## src/hw/xbar_config.svh

```systemverilog
/* Crossbar router configuration */

`ifndef XBAR_CONFIG_SVH
`define XBAR_CONFIG_SVH

// number of input ports.
`define XBAR_I_ELS 4

// number of output ports.
`define XBAR_O_ELS 4

// width of the flit data word.
`define XBAR_DATA_W 16

// destination field width, never narrower than one bit.
`define XBAR_DEST_W (($clog2(`XBAR_O_ELS) > 0) ? $clog2(`XBAR_O_ELS) : 1)

// width of an input index, used by the arbiter pointers.
`define XBAR_IDX_W (($clog2(`XBAR_I_ELS) > 0) ? $clog2(`XBAR_I_ELS) : 1)

`endif

```

## src/hw/xbar_flit_pkg.sv

```systemverilog
/* Crossbar flit types */

`include "xbar_config.svh"

package xbar_flit_pkg;

  ////////////////////////////////////////
  // flit fields
  ////////////////////////////////////////

  // output index a flit is routed to.
  typedef logic [`XBAR_DEST_W-1:0] dest_t;

  // payload word.
  typedef logic [`XBAR_DATA_W-1:0] data_t;

  // a single flit, destination in the upper bits.
  typedef struct packed {
    dest_t dest;
    data_t data;
  } flit_t;

  ////////////////////////////////////////
  // per-port flit vectors
  ////////////////////////////////////////

  // one flit per input port.
  typedef flit_t [`XBAR_I_ELS-1:0] flit_vec_t;

  // one flit per output port.
  typedef flit_t [`XBAR_O_ELS-1:0] oflit_vec_t;

endpackage

```

## src/hw/xbar_ctrl_pkg.sv

```systemverilog
/* Crossbar control types */

`include "xbar_config.svh"

package xbar_ctrl_pkg;

  // one bit per input port.
  typedef logic [`XBAR_I_ELS-1:0] in_mask_t;

  // one bit per output port.
  typedef logic [`XBAR_O_ELS-1:0] out_mask_t;

  // output-major, row j holds the inputs requesting output j.
  typedef in_mask_t [`XBAR_O_ELS-1:0] req_mat_t;

  // output-major, row j is one-hot on the input granted output j.
  typedef in_mask_t [`XBAR_O_ELS-1:0] grant_mat_t;

  // input index, used as the round-robin pointer.
  typedef logic [`XBAR_IDX_W-1:0] in_idx_t;

endpackage

```

## src/hw/xbar_route_decode.sv

```systemverilog
/* Crossbar route decode */

`timescale 1ns/100ps

`include "xbar_config.svh"

module xbar_route_decode (
  input  xbar_ctrl_pkg::in_mask_t  i_valid,
  input  xbar_flit_pkg::flit_vec_t i_flit,
  output xbar_ctrl_pkg::req_mat_t  o_req
);

  import xbar_ctrl_pkg::*;
  import xbar_flit_pkg::*;

  // input-major select rows, one-hot on the destination.
  out_mask_t [`XBAR_I_ELS-1:0] sel;

  ////////////////////////////////////////
  // destination decode
  ////////////////////////////////////////

  // a destination beyond the last output matches no column.
  always_comb begin
    for (int k = 0; k < `XBAR_I_ELS; k++) begin
      for (int j = 0; j < `XBAR_O_ELS; j++) begin
        sel[k][j] = i_valid[k] && (i_flit[k].dest == dest_t'(j));
      end
    end
  end

  ////////////////////////////////////////
  // transpose to output-major
  ////////////////////////////////////////

  always_comb begin
    for (int j = 0; j < `XBAR_O_ELS; j++) begin
      for (int k = 0; k < `XBAR_I_ELS; k++) begin
        o_req[j][k] = sel[k][j];
      end
    end
  end

endmodule

```

## src/hw/xbar_rr_arbiter.sv

```systemverilog
/* Round-robin arbiter */

`timescale 1ns/100ps

`include "xbar_config.svh"

module xbar_rr_arbiter (
  input  logic                    clk_i,
  input  logic                    i_rst_n,
  input  xbar_ctrl_pkg::in_mask_t i_req,
  input  logic                    i_accept,
  output xbar_ctrl_pkg::in_mask_t o_grant
);

  import xbar_ctrl_pkg::*;

  // input with the highest priority this cycle.
  in_idx_t ptr_q;
  // index of the input currently granted.
  in_idx_t grant_idx;
  in_idx_t ptr_next;

  ////////////////////////////////////////
  // rotating scan
  ////////////////////////////////////////

  // scan upward from the pointer and wrap, first request wins.
  always_comb begin : scan
    int unsigned idx;
    logic        found;
    o_grant   = '0;
    grant_idx = '0;
    found     = 1'b0;
    for (int unsigned off = 0; off < `XBAR_I_ELS; off++) begin
      idx = (int'(ptr_q) + off) % `XBAR_I_ELS;
      if (!found && i_req[idx]) begin
        o_grant[idx] = 1'b1;
        grant_idx    = in_idx_t'(idx);
        found        = 1'b1;
      end
    end
  end

  ////////////////////////////////////////
  // pointer update
  ////////////////////////////////////////

  // next priority goes to the input after the one just served.
  assign ptr_next = (grant_idx == in_idx_t'(`XBAR_I_ELS - 1)) ? '0 : grant_idx + 1'b1;

  // only a completed transfer moves the pointer.
  always_ff @(posedge clk_i) begin
    if (!i_rst_n) begin
      ptr_q <= '0;
    end else if (i_accept) begin
      ptr_q <= ptr_next;
    end
  end

endmodule

```

## src/hw/xbar_output_execute.sv

```systemverilog
/* Crossbar output execute */

`timescale 1ns/100ps

`include "xbar_config.svh"

module xbar_output_execute (
  input  logic                      clk_i,
  input  logic                      i_rst_n,
  input  xbar_ctrl_pkg::req_mat_t   i_req,
  input  xbar_flit_pkg::flit_vec_t  i_flit,
  input  xbar_ctrl_pkg::out_mask_t  i_ready,
  output xbar_ctrl_pkg::out_mask_t  o_valid,
  output xbar_flit_pkg::oflit_vec_t o_flit,
  output xbar_ctrl_pkg::grant_mat_t o_grant,
  output xbar_ctrl_pkg::out_mask_t  o_accept
);

  import xbar_flit_pkg::*;

  localparam int FLIT_W = $bits(flit_t);

  ////////////////////////////////////////
  // per-output arbitration
  ////////////////////////////////////////

  for (genvar j = 0; j < `XBAR_O_ELS; j++) begin : g_out

    // any requester makes the output valid.
    assign o_valid[j]  = |i_req[j];
    assign o_accept[j] = o_valid[j] & i_ready[j];

    xbar_rr_arbiter u_arb (
      .clk_i    (clk_i),
      .i_rst_n  (i_rst_n),
      .i_req    (i_req[j]),
      .i_accept (o_accept[j]),
      .o_grant  (o_grant[j])
    );

  end

  ////////////////////////////////////////
  // flit multiplexing
  ////////////////////////////////////////

  // one-hot and-or select.
  // an idle output has no grant bit set, so its flit reads as zero.
  always_comb begin : flit_mux
    logic [FLIT_W-1:0] acc;
    for (int j = 0; j < `XBAR_O_ELS; j++) begin
      acc = '0;
      for (int k = 0; k < `XBAR_I_ELS; k++) begin
        acc = acc | (i_flit[k] & {FLIT_W{o_grant[j][k]}});
      end
      o_flit[j] = flit_t'(acc);
    end
  end

endmodule

```

## src/hw/xbar_yumi_result.sv

```systemverilog
/* Crossbar yumi result */

`timescale 1ns/100ps

`include "xbar_config.svh"

module xbar_yumi_result (
  input  xbar_ctrl_pkg::grant_mat_t i_grant,
  input  xbar_ctrl_pkg::out_mask_t  i_accept,
  output xbar_ctrl_pkg::in_mask_t   o_yumi
);

  import xbar_ctrl_pkg::*;

  // grants that completed a transfer, output-major.
  in_mask_t  [`XBAR_O_ELS-1:0] taken;
  // same, input-major.
  out_mask_t [`XBAR_I_ELS-1:0] taken_t;

  // keep a grant row only when its output transferred.
  always_comb begin
    for (int j = 0; j < `XBAR_O_ELS; j++) begin
      taken[j] = i_grant[j] & {`XBAR_I_ELS{i_accept[j]}};
    end
  end

  always_comb begin
    for (int k = 0; k < `XBAR_I_ELS; k++) begin
      for (int j = 0; j < `XBAR_O_ELS; j++) begin
        taken_t[k][j] = taken[j][k];
      end
    end
  end

  // a flit goes to one output, so at most one bit per row is set.
  always_comb begin
    for (int k = 0; k < `XBAR_I_ELS; k++) begin
      o_yumi[k] = |taken_t[k];
    end
  end

endmodule

```

## src/hw/xbar_router.sv

```systemverilog
/* Crossbar router top */

`timescale 1ns/100ps

module xbar_router (
  input  logic                      clk_i,
  input  logic                      i_rst_n,

  // input ports, valid and yumi.
  input  xbar_ctrl_pkg::in_mask_t   i_valid,
  input  xbar_flit_pkg::flit_vec_t  i_flit,
  output xbar_ctrl_pkg::in_mask_t   o_yumi,

  // output ports, valid and ready.
  input  xbar_ctrl_pkg::out_mask_t  i_ready,
  output xbar_ctrl_pkg::out_mask_t  o_valid,
  output xbar_flit_pkg::oflit_vec_t o_flit,
  output xbar_ctrl_pkg::grant_mat_t o_grant
);

  import xbar_ctrl_pkg::*;

  req_mat_t  req;
  out_mask_t accept;

  ////////////////////////////////////////
  // route decode
  ////////////////////////////////////////

  xbar_route_decode u_decode (
    .i_valid (i_valid),
    .i_flit  (i_flit),
    .o_req   (req)
  );

  ////////////////////////////////////////
  // output execute
  ////////////////////////////////////////

  xbar_output_execute u_execute (
    .clk_i    (clk_i),
    .i_rst_n  (i_rst_n),
    .i_req    (req),
    .i_flit   (i_flit),
    .i_ready  (i_ready),
    .o_valid  (o_valid),
    .o_flit   (o_flit),
    .o_grant  (o_grant),
    .o_accept (accept)
  );

  ////////////////////////////////////////
  // yumi result
  ////////////////////////////////////////

  xbar_yumi_result u_result (
    .i_grant  (o_grant),
    .i_accept (accept),
    .o_yumi   (o_yumi)
  );

endmodule

```

## config.mk

```make
export PLATFORM = sky130hd
export DESIGN_NAME = xbar_router
export DESIGN_NICKNAME = d
export VERILOG_FILES = /design/src/hw/xbar_flit_pkg.sv /design/src/hw/xbar_ctrl_pkg.sv /design/src/hw/xbar_route_decode.sv /design/src/hw/xbar_rr_arbiter.sv /design/src/hw/xbar_output_execute.sv /design/src/hw/xbar_yumi_result.sv /design/src/hw/xbar_router.sv
export VERILOG_INCLUDE_DIRS = /design/src /design/src/hw
export SDC_FILE = /design/constraint.sdc
export NUM_CORES = 1
export LEC_CHECK = 0
export BUFFER_PORTS_ARGS = -buffer_cell sky130_fd_sc_hd__buf_2
export CORE_ASPECT_RATIO = 1.75
export CORE_MARGIN = 8
export CORE_UTILIZATION = 45
export CTS_CLUSTER_DIAMETER = 120
export DETAILED_ROUTE_END_ITERATION = 8
export GPL_ROUTABILITY_DRIVEN = 0
export GPL_TIMING_DRIVEN = 0
export PLACE_DENSITY = 0.75
export SLEW_MARGIN = 20
export SYNTH_ARGS = -nofsm -noshare
export SYNTH_HDL_FRONTEND = slang
export SYNTH_HIERARCHICAL = 1
export SYNTH_SLANG_ARGS = --single-unit
```

## constraint.sdc

```tcl
create_clock -name clk_i -period 6.13 [get_ports clk_i]
set_input_delay 1.839 -clock clk_i [delete_from_list [all_inputs] [get_ports clk_i]]
set_output_delay 1.839 -clock clk_i [all_outputs]
set_load 0.005 [all_outputs]
```

After elaboration in Yosys (flattened, before gate mapping)
Cells that the tools add are included.
{ "totals": {"wordCells": 296, "ff_bits": 8, "ramBits": 0, "latchBits": 0, "mem_count": 0, "mem_bits_ro": 0} }
{ "classes": {"n_reduce_logical": 68, "magnitude_cmp": 32, "multipliers": 0, "n_shift": 0, "n_bitwise": 48, "div": 0, "add_sub_neg": 16, "n_eq_ne": 16, "muxes": 112} }
{ "op_table": {"columns": ["op", "count"], "rows": [
  ["18-bit AND", 16],
  ["18-bit bitwise OR", 12],
  ["4-bit 2-to-1 mux", 16],
  ["2-bit by 3-bit less-than comparator with 1-bit output, second input constant", 16],
  ["4-bit bitwise OR", 12],
  ["1-bit logical AND", 44],
  ["1-bit 2-to-1 mux", 44],
  ["2-bit 2-to-1 mux", 20],
  ["1-bit binary-select mux with 2-bit select", 16],
  ["1-bit demux with 2-bit select", 16],
  ["2-bit by 1-bit >= comparator with 1-bit output, second input constant", 16],
  ["4-bit OR reduction", 8],
  ["2-bit == test, second input constant", 12],
  ["2-bit by 1-bit adder with 2-bit output, second input constant", 8],
  ["2-bit adder, second input constant", 8],
  ["4-bit AND", 4],
  ["1-bit zero test", 12],
  ["2-bit by 1-bit == test with 1-bit output, second input constant", 4],
  ["2-bit zero test", 4],
  ["1-bit AND", 4]
]} }

Longest topological paths before layout
{ "logic_depth": {"ltp_word": 18, "ltp_mapped": 13} }

Cells and area by module
The synthesis kept the hierarchy.
{ "by_module_without_submodules": {"columns": ["module", "area_per_inst_um2", "n_inst", "cells_each", "seq_area_each_um2"], "rows": [
  ["xbar_rr_arbiter at u_execute.g_out[0].u_arb ...", 638.1, 3, 84, 40.0],
  ["xbar_output_execute", 1591.5, 1, 256, 0.0],
  ["xbar_rr_arbiter at u_execute.g_out[3].u_arb", 660.6, 1, 94, 40.0],
  ["xbar_route_decode", 150.1, 1, 16, 0.0],
  ["xbar_yumi_result", 75.1, 1, 12, 0.0]
]} }

Worst setup path before layout
Ideal clock, no wire load.
{ "synth_path": {"path_type": "input to output", "startpoint": "input i_valid[0]", "endpoint": "output o_flit[61] (netlist bit)", "n_path_buf": 3, "slack_ns": 0.403, "required_time_ns": 4.291, "t_arrival_ns": 3.888, "path_stages": 11, "path_cell_list": "and3_2 > buf_6 > mux2_4 > mux2_4 > nand2_1 > a21oi_1 > a2111o_1 > buf_2 > buf_2 > a22oi_1 > nand2_1"} }
{ "synth_rtl": {"columns": ["item", "line_no", "source"], "rows": [
  ["start, declared", "xbar_router.sv:10", "input xbar_ctrl_pkg::in_mask_t i_valid,"],
  ["end, declared", "xbar_router.sv:17", "output xbar_flit_pkg::oflit_vec_t o_flit,"]
]} }

==> reports/metrics.csv <==
stage,metric,value,unit
synth,Post-synth top flop,dfxtp_1,
floorplanning,number of primary I/O pins,178,
floorplanning,DIE AREA,13300,um^2
setup_path,Worst Reg-to-Reg Cells,9,
job,max_cap viols,0,
placement,Placed Cells,929,
setup_path,CP peak stage delay,0.53,ns
clocking,clk buf depth,2,
drt,Detailed Route Iter0 Violations,883,
synth,sequential cell area fraction in the yosys report,3.65,%
timing,RSZ-0062 raised after global routing,yes,
timing,Final min period,6.13,ns
hold_path,hold wc startpoint,u_execute/g_out[3].u_arb/ptr_q[0],
clocking,clock-pin slew on the worst setup and hold paths,0.04,ns
pwr,PwrDens,155,nW/um^2
setup_path,crit end category,output port,
timing,"Hold Vio Cnt, Final",0,
synth,Syn. warnings,6,
drt,Routed WL per cell,22.6,um
grt,largest net degree at the start of global routing,19,
grt,total gr overflow,0,
synth,"Async S/R FF share, synth",0,%
setup_path,Buf/Inv on CP,5,
hold_path,worst hold path type,flip-flop to flip-flop,
final_layout,Nets,947,
setup_path,r2r startpoint,u_execute/g_out[0].u_arb/ptr_q[0],
floorplanning,Chip Width,90.7,um
drt,DRC Markers,0,
placement,placed cell areas,5430,um^2
timing,fin crit share,100,%
grt,initial antenna violation count,0,
timing,skew final,0.000224,ns
floorplanning,core area,9470,um^2
clocking,Worst-Skew Late Latency,0.24,ns
pwr,VDD IR-drop max,0.000101,V
synth,Syn Inst Count,630,
setup_path,critical path peak fanout,10,
timing,setup_tns,0,ns
synth,number of flops mapped to enable cells by yosys,0,
setup_path,crit path DAT,4.29,ns
placement,hpwl dp,15800,um
setup_path,critical-path cell list,"buf_2, nor3b_2, buf_6, mux4_2, and2_4, a21oi_1, o22ai_1, a221o_1, buf_6, buf_6, a22oi_1, nand2_1, buf_2",
synth,Synth Area per Inst,6.97,um^2
final_layout,"commonest non-fill, non-tap cell in the layout",buf_2,
drt,DRT Wirelength,21800,um
synth,Mapped Area,4390,um^2
drt,via count,6729,
final_layout,# diodes,0,
clocking,clock root buffer,clkbuf_16,
placement,number of port buffers,177,
setup_path,family with the most delay on the worst path,compound AO/OA/AOI/OAI gates,
timing,Slew HR,46.1,%
setup_path,CP required,4.29,ns
clocking,H-tree levels,1,
final_layout,synthesis-to-finish area growth,47.5,%
setup_path,Crit Path Category,input port to output port,
drt,Routed Antenna Nets,0,
setup_path,"most used cell, CP",buf_6,
clocking,CTS sink cnt,8,
final_layout,Finished Core Util,68.4,%
setup_path,r2r setup slk,3.44,ns
pwr,LEAKAGE,3.00,nW
clocking,TritonCTS clock tree,done,
floorplanning,Die Y,147,um
floorplanning,FP Rows,47,
timing,worst setup margin,0.000337,ns
final_layout,largest register by flop count,u_execute/g_out.u_arb/ptr_q,
timing,final setup vio count,0,
drt,number of vias per cell,6.98,
final_layout,biggest regs,u_execute/g_out.u_arb/ptr_q: 8 flops,
grt,first-pass GRT wire length,32200,um
floorplanning,Starting Density,46.4,%
hold_path,hold path depth,3,
clocking,CTS Hold Buffers Added,0,
timing,max frequency,163,MHz
clocking,Inserted Clock Buffers,3,
setup_path,Worst path slowest cell,mux4_2,
final_layout,most frequent cells in the layout,"169 x buf_2, 95 x nand2_1, 91 x a22oi_1",
outcome,status,"complete, no violations",
synth,post-synthesis register bit count,8,
final_layout,"Design Area, Final",6480,um^2
synth,Netlist cell types,58,
drt,first-pass detailed-route iteration total,6,
hold_path,WHS Endpoint,u_execute/g_out[3].u_arb/ptr_q[0],
final_layout,Post-Layout Cell Count,964,
grt,vias in the first global route,6531,
setup_path,RR Endpoint,u_execute/g_out[0].u_arb/ptr_q[1],
timing,Worst-Margin Slew,0.788,ns
final_layout,share of post-route cells with drive strength above 1,47.6,%
timing,max-slew violation count,0,
setup_path,CP startpoint kind,input port,
setup_path,CP startpoint,i_valid[2],
grt,overall routing resource usage,28.6,%
synth,Synth Net Count,733,
placement,pre-CTS WS,-0.295,ns
final_layout,max FFs per register,8,
[logic make-up after synthesis]
| group | share of synthesized area [%] |
|---|---|
| fa+ha+maj | 5.98 |
| mux | 3.85 |
| compound gates | 47.9 |
| buf+inv | 9.66 |
| flops | 3.65 |
| simple gates | 29.0 |
[worst min-delay path: stages (launching register included)]
cell	delay (ns)
dfxtp_1	0.37
buf_4	0.21
nor2_1	0.09
a211oi_1	0.05
[what timing repair did]
item,CTS,global route
setup endpoints to repair,64,53
buffers inserted,19,18
gates resized for setup,70,128
pin swaps,10,30
[how the worst max path moves through the flow]
stage | end | slack, ns | cells past startpoint
3_3_place_gp | o_flit[70] | -0.26 | 13
5_1_grt | o_flit[13] | -0.06 | 13
2_1_floorplan | o_flit[61] | 0.40 | 11
3_5_place_dp | o_flit[70] | -0.30 | 13
4_1_cts | o_flit[17] | -0.006 | 13
6_report | o_flit[13] | 0.0003 | 13
[cell type report]
type | count | area, um^2
buffer | 49 | 523
clock buffer | 3 | 75.1
fill | 804 | 2990
inverter | 19 | 71.3
multi-input combinational | 549 | 4250
sequential | 8 | 160
tap | 122 | 153
timing repair buffer | 214 | 1250
[routing by layer]
layer | track usage, % | routed length (um) | share of wire [%] | vias up
met5 | 0 | 0 | 0 | -
met1 | 30.0 | 7590 | 35 | 3107
met2 | 51.3 | 10800 | 50 | 587
met3 | 5.49 | 2210 | 10 | 119
met4 | 16.6 | 1140 | 5.2 | 0
li1 | - | - | - | 2916
[power breakdown]
group / switching, mW / internal [mW] / total (mW)
Clock: 0.0291 / 0.0844 / 0.114
Sequential: 0.0105 / 0.0564 / 0.0669
Combinational: 0.453 / 0.368 / 0.821
Total: 0.492 / 0.509 / 1.00
[synthesized netlist by cell type (4+ instances only)]
cell / number / share of area, %
nand2b_1: 9 / 1.3
mux2i_1: 6 / 1.4
or3_1: 7 / 1.0
nand2_1: 98 / 8.4
nand3_1: 5 / 0.57
and2_1: 15 / 2.1
inv_1: 16 / 1.4
and3_2: 4 / 0.68
or2_2: 4 / 0.57
nor3b_2: 4 / 1.1
and3b_1: 9 / 1.8
buf_6: 11 / 2.8
a22oi_1: 152 / 26
a221o_1: 12 / 2.7
and2_4: 4 / 0.80
o2111ai_2: 4 / 1.4
o22ai_1: 17 / 2.4
or4_4: 4 / 1.0
ha_1: 21 / 6.0
nor2b_1: 12 / 1.7
o21ai_0: 10 / 1.1
and2b_1: 6 / 1.0
nor2_1: 21 / 1.8
dfxtp_1: 8 / 3.6
buf_2: 32 / 3.6
a21oi_1: 41 / 4.7
buf_4: 7 / 1.2
o2111ai_1: 7 / 1.4
a2111o_1: 4 / 1.0
nand4_1: 5 / 0.71
nand3b_1: 10 / 1.7
a32o_1: 6 / 1.4
a211oi_1: 4 / 0.68
a211o_1: 6 / 1.2
[metrics by stage]
| step | power [mW] | hold WS [ns] |
|---|---|---|
| floorplan | 0.439 | 0.685 |
| global placement | 0.714 | 0.755 |
| detailed placement | 0.724 | 0.762 |
| CTS | 0.895 | 0.769 |
| global route | 1.05 | 0.829 |
| finish | 1.00 | 0.773 |
Power figures use the tool's default switching activity.
